## src/oc_pkg.sv

```systemverilog
package oc_pkg;

    localparam int data_w        = 32;
    localparam int num_warps     = 8;
    localparam int warp_w        = $clog2(num_warps);
    localparam int regs_per_warp = 8;
    localparam int reg_w         = $clog2(regs_per_warp);
    localparam int num_banks     = 4;
    localparam int bank_w        = $clog2(num_banks);
    localparam int bank_rows     = num_warps * regs_per_warp / num_banks;
    localparam int row_w         = $clog2(bank_rows);
    localparam int num_slots     = 4;
    localparam int slot_w        = $clog2(num_slots);
    localparam int tag_w         = slot_w + 1;     // slot index, operand bit at lsb
    localparam int queue_depth   = 2 * num_slots;  // every operand of every slot fits
    localparam int qptr_w        = $clog2(queue_depth);
    localparam int imme_w        = 16;

    typedef enum logic [3:0] {
        op_add,
        op_sub,
        op_and,
        op_or,
        op_xor,
        op_shl,
        op_shr,
        op_slt,
        op_sltu,
        op_sra,
        op_mul,
        op_min,
        op_max,
        op_mov,
        op_not,
        op_nop
    } alu_op_e;

    typedef enum logic [1:0] {
        st_free,
        st_collecting,
        st_ready
    } slot_state_e;

endpackage

```

## src/bank_request_queue.sv

```systemverilog
module bank_request_queue (
    input  logic                                             clk,
    input  logic                                             rst_n,
    input  logic                                             req_valid,
    input  logic [oc_pkg::slot_w-1:0]                        req_slot,
    input  logic [oc_pkg::warp_w-1:0]                        req_warp,
    input  logic [oc_pkg::reg_w-1:0]                         req_src1,
    input  logic                                             req_src1_valid,
    input  logic [oc_pkg::reg_w-1:0]                         req_src2,
    input  logic                                             req_src2_valid,
    input  logic                                             wb_valid,
    input  logic [oc_pkg::warp_w-1:0]                        wb_warp,
    input  logic [oc_pkg::reg_w-1:0]                         wb_reg,
    input  logic [oc_pkg::data_w-1:0]                        wb_data,
    output logic [oc_pkg::num_banks-1:0]                     rd_en,
    output logic [oc_pkg::num_banks-1:0][oc_pkg::row_w-1:0]  rd_row,
    output logic [oc_pkg::num_banks-1:0][oc_pkg::tag_w-1:0]  rd_tag,
    output logic [oc_pkg::num_banks-1:0]                     wr_en,
    output logic [oc_pkg::num_banks-1:0][oc_pkg::row_w-1:0]  wr_row,
    output logic [oc_pkg::num_banks-1:0][oc_pkg::data_w-1:0] wr_data
);
    import oc_pkg::*;

    function automatic logic [bank_w-1:0] bank_of(input logic [warp_w-1:0] w,
                                                  input logic [reg_w-1:0] r);
        return bank_w'(w + r);
    endfunction

    function automatic logic [row_w-1:0] row_of(input logic [warp_w-1:0] w,
                                                input logic [reg_w-1:0] r);
        return row_w'(w) * row_w'(regs_per_warp / num_banks) + row_w'(r / num_banks);
    endfunction

    logic [bank_w-1:0]        bank1, bank2, wb_bank;
    logic [row_w-1:0]         row1, row2, wb_row;
    logic [row_w+tag_w-1:0]   ent1, ent2;

    assign bank1   = bank_of(req_warp, req_src1);
    assign bank2   = bank_of(req_warp, req_src2);
    assign row1    = row_of(req_warp, req_src1);
    assign row2    = row_of(req_warp, req_src2);
    assign wb_bank = bank_of(wb_warp, wb_reg);
    assign wb_row  = row_of(wb_warp, wb_reg);
    assign ent1    = {row1, req_slot, 1'b0};
    assign ent2    = {row2, req_slot, 1'b1};

    for (genvar b = 0; b < num_banks; b++) begin : g_bank
        logic                   push1, push2, pop;
        logic [row_w+tag_w-1:0] q_mem [queue_depth];
        logic [qptr_w-1:0]      wptr, rptr;
        logic [qptr_w:0]        count;

        assign push1      = req_valid && req_src1_valid && bank1 == bank_w'(b);
        assign push2      = req_valid && req_src2_valid && bank2 == bank_w'(b);
        assign wr_en[b]   = wb_valid && wb_bank == bank_w'(b);
        assign wr_row[b]  = wb_row;
        assign wr_data[b] = wb_data;
        assign pop        = count != '0 && !wr_en[b]; // write-back owns the port
        assign rd_en[b]   = pop;
        assign {rd_row[b], rd_tag[b]} = q_mem[rptr];

        always_ff @(posedge clk or negedge rst_n) begin
            if (!rst_n) begin
                wptr  <= '0;
                rptr  <= '0;
                count <= '0;
            end else begin
                wptr  <= wptr + qptr_w'(push1) + qptr_w'(push2);
                rptr  <= rptr + qptr_w'(pop);
                count <= count + (qptr_w + 1)'(push1) + (qptr_w + 1)'(push2)
                         - (qptr_w + 1)'(pop);
            end
        end

        always_ff @(posedge clk) begin
            if (push1)
                q_mem[wptr] <= ent1;
            if (push2)
                q_mem[push1 ? wptr + 1'b1 : wptr] <= ent2; // both sources in one bank
        end

        a_no_overflow: assert property (@(posedge clk) disable iff (!rst_n)
            (push1 || push2) |-> count + push1 + push2 <= queue_depth)
            else $error("bank %0d request queue overflow", b);
    end

endmodule

```

## src/collector_slots.sv

```systemverilog
module collector_slots (
    input  logic                                             clk,
    input  logic                                             rst_n,
    input  logic                                             issue_valid,
    input  logic [oc_pkg::warp_w-1:0]                        warp_id,
    input  logic [oc_pkg::reg_w-1:0]                         src1,
    input  logic                                             src1_valid,
    input  logic [oc_pkg::reg_w-1:0]                         src2,
    input  logic                                             src2_valid,
    input  logic [oc_pkg::reg_w-1:0]                         dst,
    input  oc_pkg::alu_op_e                                  alu_op,
    input  logic                                             mem_read,
    input  logic                                             mem_write,
    input  logic [oc_pkg::imme_w-1:0]                        imme,
    input  logic                                             imme_valid,
    input  logic [oc_pkg::num_banks-1:0]                     rd_data_valid,
    input  logic [oc_pkg::num_banks-1:0][oc_pkg::data_w-1:0] rd_data,
    input  logic [oc_pkg::num_banks-1:0][oc_pkg::tag_w-1:0]  rd_data_tag,
    input  logic [oc_pkg::num_slots-1:0]                     slot_release,
    output logic                                             oc_full,
    output logic                                             req_valid,
    output logic [oc_pkg::slot_w-1:0]                        req_slot,
    output logic [oc_pkg::warp_w-1:0]                        req_warp,
    output logic [oc_pkg::reg_w-1:0]                         req_src1,
    output logic                                             req_src1_valid,
    output logic [oc_pkg::reg_w-1:0]                         req_src2,
    output logic                                             req_src2_valid,
    output logic [oc_pkg::num_slots-1:0]                     slot_ready,
    output logic [oc_pkg::num_slots-1:0]                     slot_is_mem,
    output logic [oc_pkg::num_slots-1:0][oc_pkg::data_w-1:0] slot_src1,
    output logic [oc_pkg::num_slots-1:0][oc_pkg::data_w-1:0] slot_src2,
    output logic [oc_pkg::num_slots-1:0][oc_pkg::warp_w-1:0] slot_warp,
    output logic [oc_pkg::num_slots-1:0][oc_pkg::reg_w-1:0]  slot_dst,
    output oc_pkg::alu_op_e [oc_pkg::num_slots-1:0]          slot_alu_op,
    output logic [oc_pkg::num_slots-1:0]                     slot_mem_read,
    output logic [oc_pkg::num_slots-1:0]                     slot_mem_write,
    output logic [oc_pkg::num_slots-1:0][oc_pkg::imme_w-1:0] slot_imme,
    output logic [oc_pkg::num_slots-1:0]                     slot_imme_valid
);
    import oc_pkg::*;

    slot_state_e       state [num_slots];
    logic [1:0]        present [num_slots];
    logic [1:0]        present_nxt [num_slots];
    logic [slot_w-1:0] alloc_slot;
    logic              take;

    always_comb begin
        oc_full    = 1'b1;
        alloc_slot = '0;
        for (int s = num_slots - 1; s >= 0; s--) begin
            if (state[s] == st_free) begin
                oc_full    = 1'b0;
                alloc_slot = slot_w'(s); // lowest free wins
            end
        end
    end

    assign take           = issue_valid && !oc_full;
    assign req_valid      = take;
    assign req_slot       = alloc_slot;
    assign req_warp       = warp_id;
    assign req_src1       = src1;
    assign req_src1_valid = src1_valid;
    assign req_src2       = src2;
    assign req_src2_valid = src2_valid;

    always_comb begin
        for (int s = 0; s < num_slots; s++) begin
            present_nxt[s] = present[s];
            for (int b = 0; b < num_banks; b++) begin
                if (rd_data_valid[b] && rd_data_tag[b][tag_w-1:1] == slot_w'(s))
                    present_nxt[s][rd_data_tag[b][0]] = 1'b1;
            end
            slot_ready[s]  = state[s] == st_ready;
            slot_is_mem[s] = slot_mem_read[s] || slot_mem_write[s];
        end
    end

    always_ff @(posedge clk or negedge rst_n) begin
        if (!rst_n) begin
            for (int s = 0; s < num_slots; s++) begin
                state[s]   <= st_free;
                present[s] <= '0;
            end
        end else begin
            for (int s = 0; s < num_slots; s++) begin
                case (state[s])
                    st_free: begin
                        if (take && alloc_slot == slot_w'(s)) begin
                            state[s]   <= st_collecting;
                            present[s] <= {!src2_valid, !src1_valid}; // unused ones done
                        end
                    end
                    st_collecting: begin
                        present[s] <= present_nxt[s];
                        if (&present_nxt[s])
                            state[s] <= st_ready;
                    end
                    default: begin
                        if (slot_release[s])
                            state[s] <= st_free;
                    end
                endcase
            end
        end
    end

    always_ff @(posedge clk) begin
        for (int s = 0; s < num_slots; s++) begin
            if (take && alloc_slot == slot_w'(s)) begin
                slot_src1[s]       <= '0;
                slot_src2[s]       <= '0;
                slot_warp[s]       <= warp_id;
                slot_dst[s]        <= dst;
                slot_alu_op[s]     <= alu_op;
                slot_mem_read[s]   <= mem_read;
                slot_mem_write[s]  <= mem_write;
                slot_imme[s]       <= imme;
                slot_imme_valid[s] <= imme_valid;
            end
        end
        for (int b = 0; b < num_banks; b++) begin
            if (rd_data_valid[b]) begin
                if (rd_data_tag[b][0])
                    slot_src2[rd_data_tag[b][tag_w-1:1]] <= rd_data[b];
                else
                    slot_src1[rd_data_tag[b][tag_w-1:1]] <= rd_data[b];
            end
        end
    end

    a_issue_not_full: assert property (@(posedge clk) disable iff (!rst_n)
        issue_valid |-> !oc_full)
        else $error("issue while collector slots full");

    for (genvar b = 0; b < num_banks; b++) begin : g_chk
        a_data_to_live_slot: assert property (@(posedge clk) disable iff (!rst_n)
            rd_data_valid[b] |-> state[rd_data_tag[b][tag_w-1:1]] != st_free)
            else $error("bank %0d returned data for a free slot", b);
    end

endmodule

```

## src/dispatch_scheduler.sv

```systemverilog
module dispatch_scheduler (
    input  logic                                             clk,
    input  logic                                             rst_n,
    input  logic [oc_pkg::num_slots-1:0]                     slot_ready,
    input  logic [oc_pkg::num_slots-1:0]                     slot_is_mem,
    input  logic [oc_pkg::num_slots-1:0][oc_pkg::data_w-1:0] slot_src1,
    input  logic [oc_pkg::num_slots-1:0][oc_pkg::data_w-1:0] slot_src2,
    input  logic [oc_pkg::num_slots-1:0][oc_pkg::warp_w-1:0] slot_warp,
    input  logic [oc_pkg::num_slots-1:0][oc_pkg::reg_w-1:0]  slot_dst,
    input  oc_pkg::alu_op_e [oc_pkg::num_slots-1:0]          slot_alu_op,
    input  logic [oc_pkg::num_slots-1:0]                     slot_mem_read,
    input  logic [oc_pkg::num_slots-1:0]                     slot_mem_write,
    input  logic [oc_pkg::num_slots-1:0][oc_pkg::imme_w-1:0] slot_imme,
    input  logic [oc_pkg::num_slots-1:0]                     slot_imme_valid,
    output logic [oc_pkg::num_slots-1:0]                     slot_release,
    output logic                                             alu_valid,
    output logic [oc_pkg::data_w-1:0]                        alu_src1,
    output logic [oc_pkg::data_w-1:0]                        alu_src2,
    output logic [oc_pkg::warp_w-1:0]                        alu_warp,
    output logic [oc_pkg::reg_w-1:0]                         alu_dst,
    output oc_pkg::alu_op_e                                  alu_op_out,
    output logic [oc_pkg::imme_w-1:0]                        alu_imme,
    output logic                                             alu_imme_valid,
    output logic                                             mem_valid,
    output logic [oc_pkg::data_w-1:0]                        mem_src1,
    output logic [oc_pkg::data_w-1:0]                        mem_src2,
    output logic [oc_pkg::warp_w-1:0]                        mem_warp,
    output logic [oc_pkg::reg_w-1:0]                         mem_dst,
    output logic                                             mem_read_out,
    output logic                                             mem_write_out,
    output logic [oc_pkg::imme_w-1:0]                        mem_imme,
    output logic                                             mem_imme_valid
);
    import oc_pkg::*;

    // returns {found, index}, searching upward from ptr
    function automatic logic [slot_w:0] rr_pick(input logic [num_slots-1:0] req,
                                                input logic [slot_w-1:0] ptr);
        logic [slot_w:0]   pick;
        logic [slot_w-1:0] idx;
        pick = '0;
        for (int i = num_slots - 1; i >= 0; i--) begin
            idx = ptr + slot_w'(i);
            if (req[idx])
                pick = {1'b1, idx};
        end
        return pick;
    endfunction

    logic [slot_w:0]   alu_pick, mem_pick;
    logic [slot_w-1:0] alu_ptr, mem_ptr;
    logic [slot_w-1:0] alu_sel, mem_sel;

    assign alu_pick = rr_pick(slot_ready & ~slot_is_mem, alu_ptr);
    assign mem_pick = rr_pick(slot_ready & slot_is_mem, mem_ptr);
    assign alu_sel  = alu_pick[slot_w-1:0];
    assign mem_sel  = mem_pick[slot_w-1:0];

    always_comb begin
        slot_release = '0;
        if (alu_pick[slot_w])
            slot_release[alu_sel] = 1'b1;
        if (mem_pick[slot_w])
            slot_release[mem_sel] = 1'b1;
    end

    always_ff @(posedge clk or negedge rst_n) begin
        if (!rst_n) begin
            alu_valid <= 1'b0;
            mem_valid <= 1'b0;
            alu_ptr   <= '0;
            mem_ptr   <= '0;
        end else begin
            alu_valid <= alu_pick[slot_w];
            mem_valid <= mem_pick[slot_w];
            if (alu_pick[slot_w])
                alu_ptr <= alu_sel + 1'b1; // start after last grant
            if (mem_pick[slot_w])
                mem_ptr <= mem_sel + 1'b1;
        end
    end

    always_ff @(posedge clk) begin
        if (alu_pick[slot_w]) begin
            alu_src1       <= slot_src1[alu_sel];
            alu_src2       <= slot_src2[alu_sel];
            alu_warp       <= slot_warp[alu_sel];
            alu_dst        <= slot_dst[alu_sel];
            alu_op_out     <= slot_alu_op[alu_sel];
            alu_imme       <= slot_imme[alu_sel];
            alu_imme_valid <= slot_imme_valid[alu_sel];
        end
        if (mem_pick[slot_w]) begin
            mem_src1       <= slot_src1[mem_sel];
            mem_src2       <= slot_src2[mem_sel];
            mem_warp       <= slot_warp[mem_sel];
            mem_dst        <= slot_dst[mem_sel];
            mem_read_out   <= slot_mem_read[mem_sel];
            mem_write_out  <= slot_mem_write[mem_sel];
            mem_imme       <= slot_imme[mem_sel];
            mem_imme_valid <= slot_imme_valid[mem_sel];
        end
    end

endmodule

```

## src/register_bank_array.sv

```systemverilog
module register_bank_array (
    input  logic                                             clk,
    input  logic [oc_pkg::num_banks-1:0]                     rd_en,
    input  logic [oc_pkg::num_banks-1:0][oc_pkg::row_w-1:0]  rd_row,
    input  logic [oc_pkg::num_banks-1:0][oc_pkg::tag_w-1:0]  rd_tag,
    input  logic [oc_pkg::num_banks-1:0]                     wr_en,
    input  logic [oc_pkg::num_banks-1:0][oc_pkg::row_w-1:0]  wr_row,
    input  logic [oc_pkg::num_banks-1:0][oc_pkg::data_w-1:0] wr_data,
    output logic [oc_pkg::num_banks-1:0]                     rd_data_valid,
    output logic [oc_pkg::num_banks-1:0][oc_pkg::data_w-1:0] rd_data,
    output logic [oc_pkg::num_banks-1:0][oc_pkg::tag_w-1:0]  rd_data_tag
);
    import oc_pkg::*;

    logic [data_w-1:0] mem [num_banks][bank_rows];

    always_ff @(posedge clk) begin
        for (int b = 0; b < num_banks; b++) begin
            if (wr_en[b])
                mem[b][wr_row[b]] <= wr_data[b];
            rd_data_valid[b] <= rd_en[b];
            if (rd_en[b]) begin
                rd_data[b]     <= mem[b][rd_row[b]];
                rd_data_tag[b] <= rd_tag[b]; // tag rides with the data
            end
        end
    end

endmodule

```

## src/rfoc_top.sv

```systemverilog
module rfoc_top (
    input  logic                      clk,
    input  logic                      rst_n,
    input  logic                      issue_valid,
    input  logic [oc_pkg::warp_w-1:0] warp_id,
    input  logic [oc_pkg::reg_w-1:0]  src1,
    input  logic                      src1_valid,
    input  logic [oc_pkg::reg_w-1:0]  src2,
    input  logic                      src2_valid,
    input  logic [oc_pkg::reg_w-1:0]  dst,
    input  oc_pkg::alu_op_e           alu_op,
    input  logic                      mem_read,
    input  logic                      mem_write,
    input  logic [oc_pkg::imme_w-1:0] imme,
    input  logic                      imme_valid,
    input  logic                      wb_valid,
    input  logic [oc_pkg::warp_w-1:0] wb_warp,
    input  logic [oc_pkg::reg_w-1:0]  wb_reg,
    input  logic [oc_pkg::data_w-1:0] wb_data,
    output logic                      oc_full,
    output logic                      alu_valid,
    output logic [oc_pkg::data_w-1:0] alu_src1,
    output logic [oc_pkg::data_w-1:0] alu_src2,
    output logic [oc_pkg::warp_w-1:0] alu_warp,
    output logic [oc_pkg::reg_w-1:0]  alu_dst,
    output oc_pkg::alu_op_e           alu_op_out,
    output logic [oc_pkg::imme_w-1:0] alu_imme,
    output logic                      alu_imme_valid,
    output logic                      mem_valid,
    output logic [oc_pkg::data_w-1:0] mem_src1,
    output logic [oc_pkg::data_w-1:0] mem_src2,
    output logic [oc_pkg::warp_w-1:0] mem_warp,
    output logic [oc_pkg::reg_w-1:0]  mem_dst,
    output logic                      mem_read_out,
    output logic                      mem_write_out,
    output logic [oc_pkg::imme_w-1:0] mem_imme,
    output logic                      mem_imme_valid
);
    import oc_pkg::*;

    // slot allocation to bank queues
    logic                 req_valid, req_src1_valid, req_src2_valid;
    logic [slot_w-1:0]    req_slot;
    logic [warp_w-1:0]    req_warp;
    logic [reg_w-1:0]     req_src1, req_src2;

    // bank ports
    logic [num_banks-1:0]             rd_en, wr_en, rd_data_valid;
    logic [num_banks-1:0][row_w-1:0]  rd_row, wr_row;
    logic [num_banks-1:0][tag_w-1:0]  rd_tag, rd_data_tag;
    logic [num_banks-1:0][data_w-1:0] wr_data, rd_data;

    // slot contents to scheduler
    logic [num_slots-1:0]             slot_ready, slot_is_mem, slot_release;
    logic [num_slots-1:0]             slot_mem_read, slot_mem_write, slot_imme_valid;
    logic [num_slots-1:0][data_w-1:0] slot_src1, slot_src2;
    logic [num_slots-1:0][warp_w-1:0] slot_warp;
    logic [num_slots-1:0][reg_w-1:0]  slot_dst;
    alu_op_e [num_slots-1:0]          slot_alu_op;
    logic [num_slots-1:0][imme_w-1:0] slot_imme;

    collector_slots     collector_slots_inst     (.*);
    bank_request_queue  bank_request_queue_inst  (.*);
    register_bank_array register_bank_array_inst (.*);
    dispatch_scheduler  dispatch_scheduler_inst  (.*);

endmodule

```

## config.mk

```make
export PLATFORM = sky130hd
export DESIGN_NAME = rfoc_top
export DESIGN_NICKNAME = d
export VERILOG_FILES = /design/src/oc_pkg.sv /design/src/bank_request_queue.sv /design/src/collector_slots.sv /design/src/dispatch_scheduler.sv /design/src/register_bank_array.sv /design/src/rfoc_top.sv
export SDC_FILE = /design/constraint.sdc
export NUM_CORES = 2
export LEC_CHECK = 0
export BUFFER_PORTS_ARGS = -buffer_cell sky130_fd_sc_hd__buf_2
export CELL_PAD_IN_SITES_DETAIL_PLACEMENT = 1
export CELL_PAD_IN_SITES_GLOBAL_PLACEMENT = 1
export CORE_UTILIZATION = 30
export CTS_CLUSTER_DIAMETER = 200
export DETAILED_ROUTE_END_ITERATION = 8
export PLACE_DENSITY_LB_ADDON = 0.15
export SETUP_SLACK_MARGIN = 0.4
export SYNTH_ARGS = -nofsm -noshare
export SYNTH_HDL_FRONTEND = slang
export SYNTH_HIERARCHICAL = 1
export SYNTH_SLANG_ARGS = --single-unit
```

## constraint.sdc

```tcl
create_clock -name clk -period 13.03 [get_ports clk]
set_input_delay 2.606 -clock clk [delete_from_list [all_inputs] [get_ports clk]]
set_output_delay 2.606 -clock clk [all_outputs]
set_load 0.01 [all_outputs]
```

==> metrics.md <==
| Metric | Value |
|---|---|
| Worst flop-to-flop path endpoint | `dispatch_scheduler_inst/alu_warp[0]$_DFFE_PP_` |
| Root buf cell | `clkbuf_16` |
| Die span in x | `662.7 µm` |
| Sequential share of power | `0.340` |
| Initial Util | `0.3014` |
| Final HPWL DP | `313500 µm` |
| CTS tree | `done` |
| Number of synthesized flops with an enable pin | `2676` |
| Post-layout minimum cycle time | `6.139 ns` |
| Prevailing post-synth register cell | `edfxtp_1` |
| Global-route layer with the greatest usage | `met2` |
| Final WL | `521600 µm` |
| Hold endpoint | `bank_request_queue_inst/g_bank[2].q_mem[7][0]$_SDFFE_PP1P_` |
| Mean post-synth cell area | `15.20 µm²` |
| Antenna viol nets, final | `0` |
| RR Startpoint | `collector_slots_inst/state[7]$_DFFE_PN0P_` |
| CTS Buf Count | `353` |
| Initial DRC Count | `10200` |
| Clk sink count | `3030` |
| RD Place Congestion | `0.8348` |
| Synthesized area | `130900 µm²` |
| Count of cell types in the netlist | `103` |
| Final Cell Area | `148600 µm²` |
| Max-Cap Viols | `0` |
| Ports | `262` |
| Via Count | `84310` |
| Die area | `439100 µm²` |
| Fin nets | `8546` |
| Period utilisation layout | `0.4712` |
| Hold Vio Cnt, Final | `0` |
| NetSw | `0.01823 W` |
| Switching share of power | `0.4341` |
| Core area | `434500 µm²` |
| FF+latch count, synth | `3030` |
| Asr flop ratio synth | `0.02046` |
| Pre-Repair DR Iteration Count | `6` |
| Met1 Use GR | `0.3231` |
| Vias per cell | `5.816` |
| Setup crit end kind | `output pin` |
| Worst reg2reg path depth | `9` |
| Layout area overhead | `13.50%` |
| DR WL/cell | `35.98 µm` |
| Slew @ Worst Pin | `1.407 ns` |
| Residual DRC | `0` |
| Post-CTS Setup Bufs | `0` |
| Max Slew Vio Count | `0` |
| Clock network power share | `0.234` |
| Yosys warning total | `6` |
| Setup violators final | `0` |
| Syn_nets | `8739` |
| Post-DP Area | `137200 µm²` |
| First-pass GRT wire length | `715100 µm` |
| Max_slew headroom | `0.05902` |
| Hold path start | `bank_request_queue_inst/g_bank[2].q_mem[7][0]$_SDFFE_PP1P_` |
| Worst-Skew Late Latency | `0.98 ns` |
| Peak Freq | `162.9 MHz` |
| Largest net degree at the start of global routing | `139` |
| H-tree depth | `5` |
| CTS clk-pin slew, worst paths | `0.06 ns` |
| Status | `completed` |
| Leak Pwr | `47.31 nW` |
| Int Power | `0.02376 W` |
| CTS max path bufs | `4` |
| Crit Path Max Fanout | `21` |
| Global Route Usage Sum | `0.2299` |
| Max IR drop VDD | `0.1845 mV` |
| Nature of the critical path startpoint | `flip-flop` |
| Global Route met2 Usage | `0.3614` |
| Vias in the first global route | `84180` |
| Share of layout cells above drive strength 1 | `0.2036` |
| Total power per unit cell area | `282.5 nW/µm²` |
| Cells after synthesis | `8613` |
| Crit Path Class | `flip-flop to output pin` |
| Flop2flop setup slack | `7.32 ns` |
| Met3 GRT Util | `0.03455` |
| Post-cts sizing count | `0` |
| Comb power frac | `0.426` |
| Port buffer count | `261` |
| Worst hold path type | `flip-flop to flip-flop` |
| Setup Skew | `0.06988 ns` |
| TNS Setup | `0 ns` |
| Seq/Total Area, Yosys | `0.6701` |
| Cts hold-fix bufs | `0` |
| Unrepaired setup endpoints after global routing | `false` |
| DIE HEIGHT | `662.7 µm` |
| Worst Path Required | `10.42 ns` |
| Initial antenna violation count | `53` |
| Congestion Overflow GR | `0` |
| Arrival @ worst endpoint | `3.53 ns` |
| Worst hold stages | `2` |
| Placement Rows | `242` |
[worst max-delay path by stage]
stage,to,start,depth (start not counted)
after floorplan,register_bank_array_inst/mem[2][480]$_DFFE_PP_,wb_warp[0],6
after global placement,register_bank_array_inst/mem[2][421]$_DFFE_PP_,wb_warp[0],8
after detailed placement,register_bank_array_inst/mem[2][421]$_DFFE_PP_,wb_warp[0],8
after CTS,oc_full,collector_slots_inst/state[4]$_DFFE_PN0P_,4
after global routing,oc_full,collector_slots_inst/state[4]$_DFFE_PN0P_,4
final,oc_full,collector_slots_inst/state[4]$_DFFE_PN0P_,4
[power by group through the flow]
stage | Clock (W) | Sequential, W | Combinational, W
finish | 0.00982 | 0.0143 | 0.0179
floorplan | 0 | 0.0132 | 0.0103
global route | 0.0104 | 0.0144 | 0.0187
global placement | 0 | 0.0144 | 0.0176
CTS | 0.0100 | 0.0142 | 0.0179
detailed placement | 0 | 0.0144 | 0.0179
[metal layers]
metal / up-vias / share of wire
met5: - / 0.00017
met4: 14 / 0.038
met3: 894 / 0.064
met2: 3696 / 0.46
met1: 45540 / 0.44
li1: 34170 / -
[metrics by stage]
| stage | cells | utilization | setup WS (ns) | hold WS [ns] | total power [W] |
|---|---|---|---|---|---|
| after CTS | 14450 | 0.3418 | 6.825 | 0.4726 | 0.04217 |
| after global routing | 14480 | 0.3419 | 6.823 | 0.4953 | 0.04339 |
| final | 14500 | 0.3420 | 6.891 | 0.4645 | 0.04199 |
| after floorplan | 8613 | - | 6.487 | 0.4204 | 0.02346 |
| after detailed placement | 13800 | 0.3158 | 6.483 | 0.4590 | 0.03226 |
| after global placement | 13800 | 0.3158 | 6.448 | 0.4417 | 0.03197 |
[registers in the layout, summed over array words and instances, names as in the netlist, 8 cells and up]
register,flops
register_bank_array_inst/rd_data_tag,12
bank_request_queue_inst/g_bank.q_mem,224
register_bank_array_inst/mem,2048
collector_slots_inst/present,8
collector_slots_inst/slot_dst,12
collector_slots_inst/slot_warp,12
collector_slots_inst/slot_imme,64
dispatch_scheduler_inst/mem_src2,32
dispatch_scheduler_inst/alu_src2,32
collector_slots_inst/state,8
dispatch_scheduler_inst/mem_imme,16
collector_slots_inst/slot_alu_op,16
bank_request_queue_inst/g_bank.wptr,12
bank_request_queue_inst/g_bank.rptr,12
register_bank_array_inst/rd_data,128
bank_request_queue_inst/g_bank.count,16
dispatch_scheduler_inst/alu_src1,32
dispatch_scheduler_inst/alu_imme,16
dispatch_scheduler_inst/mem_src1,32
collector_slots_inst/slot_src1,128
collector_slots_inst/slot_src2,128
[cells in the final DEF (no fill, tap or decap), types with 35 or more instances in the layout]
master	Yosys	final
a2111oi_0	93	93
a21oi_1	214	211
a221o_1	62	62
a221oi_1	65	65
a22oi_1	438	438
a311oi_1	89	89
a31oi_1	180	177
a32oi_1	180	180
and2_1	89	85
buf_2	146	260
buf_4	227	199
clkbuf_1	552	91
clkbuf_16	0	360
clkinv_1	0	65
clkinv_2	0	61
dfrtp_1	62	62
dfxtp_1	292	292
diode_2	0	49
edfxtp_1	2676	2676
ha_1	35	35
inv_1	94	93
mux4_2	568	568
nand2_1	577	577
nor2_1	321	263
nor2_4	3	61
nor2b_1	100	92
nor3b_1	185	183
o211ai_1	226	226
o21ai_0	498	496
o21ai_1	77	76
[synth_stat cells (29+ instances only)]
cell type  count  area (µm²)
a2bb2oi_1     32       280.3
and2_1        89       556.8
buf_4        227        1704
a221oi_1      65       569.3
a2111oi_0     93       814.5
a21oi_1      214        1071
dfrtp_1       62        1551
a31oi_1      180        1126
o21ai_1       77       385.4
edfxtp_1    2676       80360
nor3_1        35       175.2
o21ai_0      498        2492
o211ai_1     226        1697
mux4_2       568       12790
a311oi_1      89       779.5
buf_1         62       232.7
a32oi_1      180        1577
nor2b_1      100       625.6
dfxtp_1      292        5846
ha_1          35       437.9
a221o_1       62       620.6
nor2_1       321        1205
buf_2        146       730.7
nor3b_1      185        1389
clkbuf_1     552        2072
inv_1         94       352.8
a22oi_1      438        3288
nand2b_1      29       181.4
nand2_1      577        2166
[critical path: stages (launching register included)]
cell and delay (ns):
dfrtp_1 0.47, or2_2 0.69, o21ai_0 0.38, nor3_1 0.78
buf_2 0.27
[cell type report]
cell class,instances,area (µm²)
Fill cell,44060,285900
Inverter,96,369.1
Antenna cell,49,122.6
Clock inverter,193,1861
Clock buffer,456,9419
Multi-Input combinational cell,4471,38940
Sequential cell,3030,87750
Tap cell,5734,7174
Timing Repair Buffer,468,2975
[logic make-up after synthesis]
group	share of synthesized area
AO/OA/AOI/OAI	0.1252
XOR/XNOR	0.001806
adder cells (fa/ha/maj)	0.005179
buffers and inverters	0.04098
flip-flops	0.6701
multiplexers	0.09993
AND/OR/NAND/NOR	0.05679
Note: power is estimated with default switching activity, not from simulation.
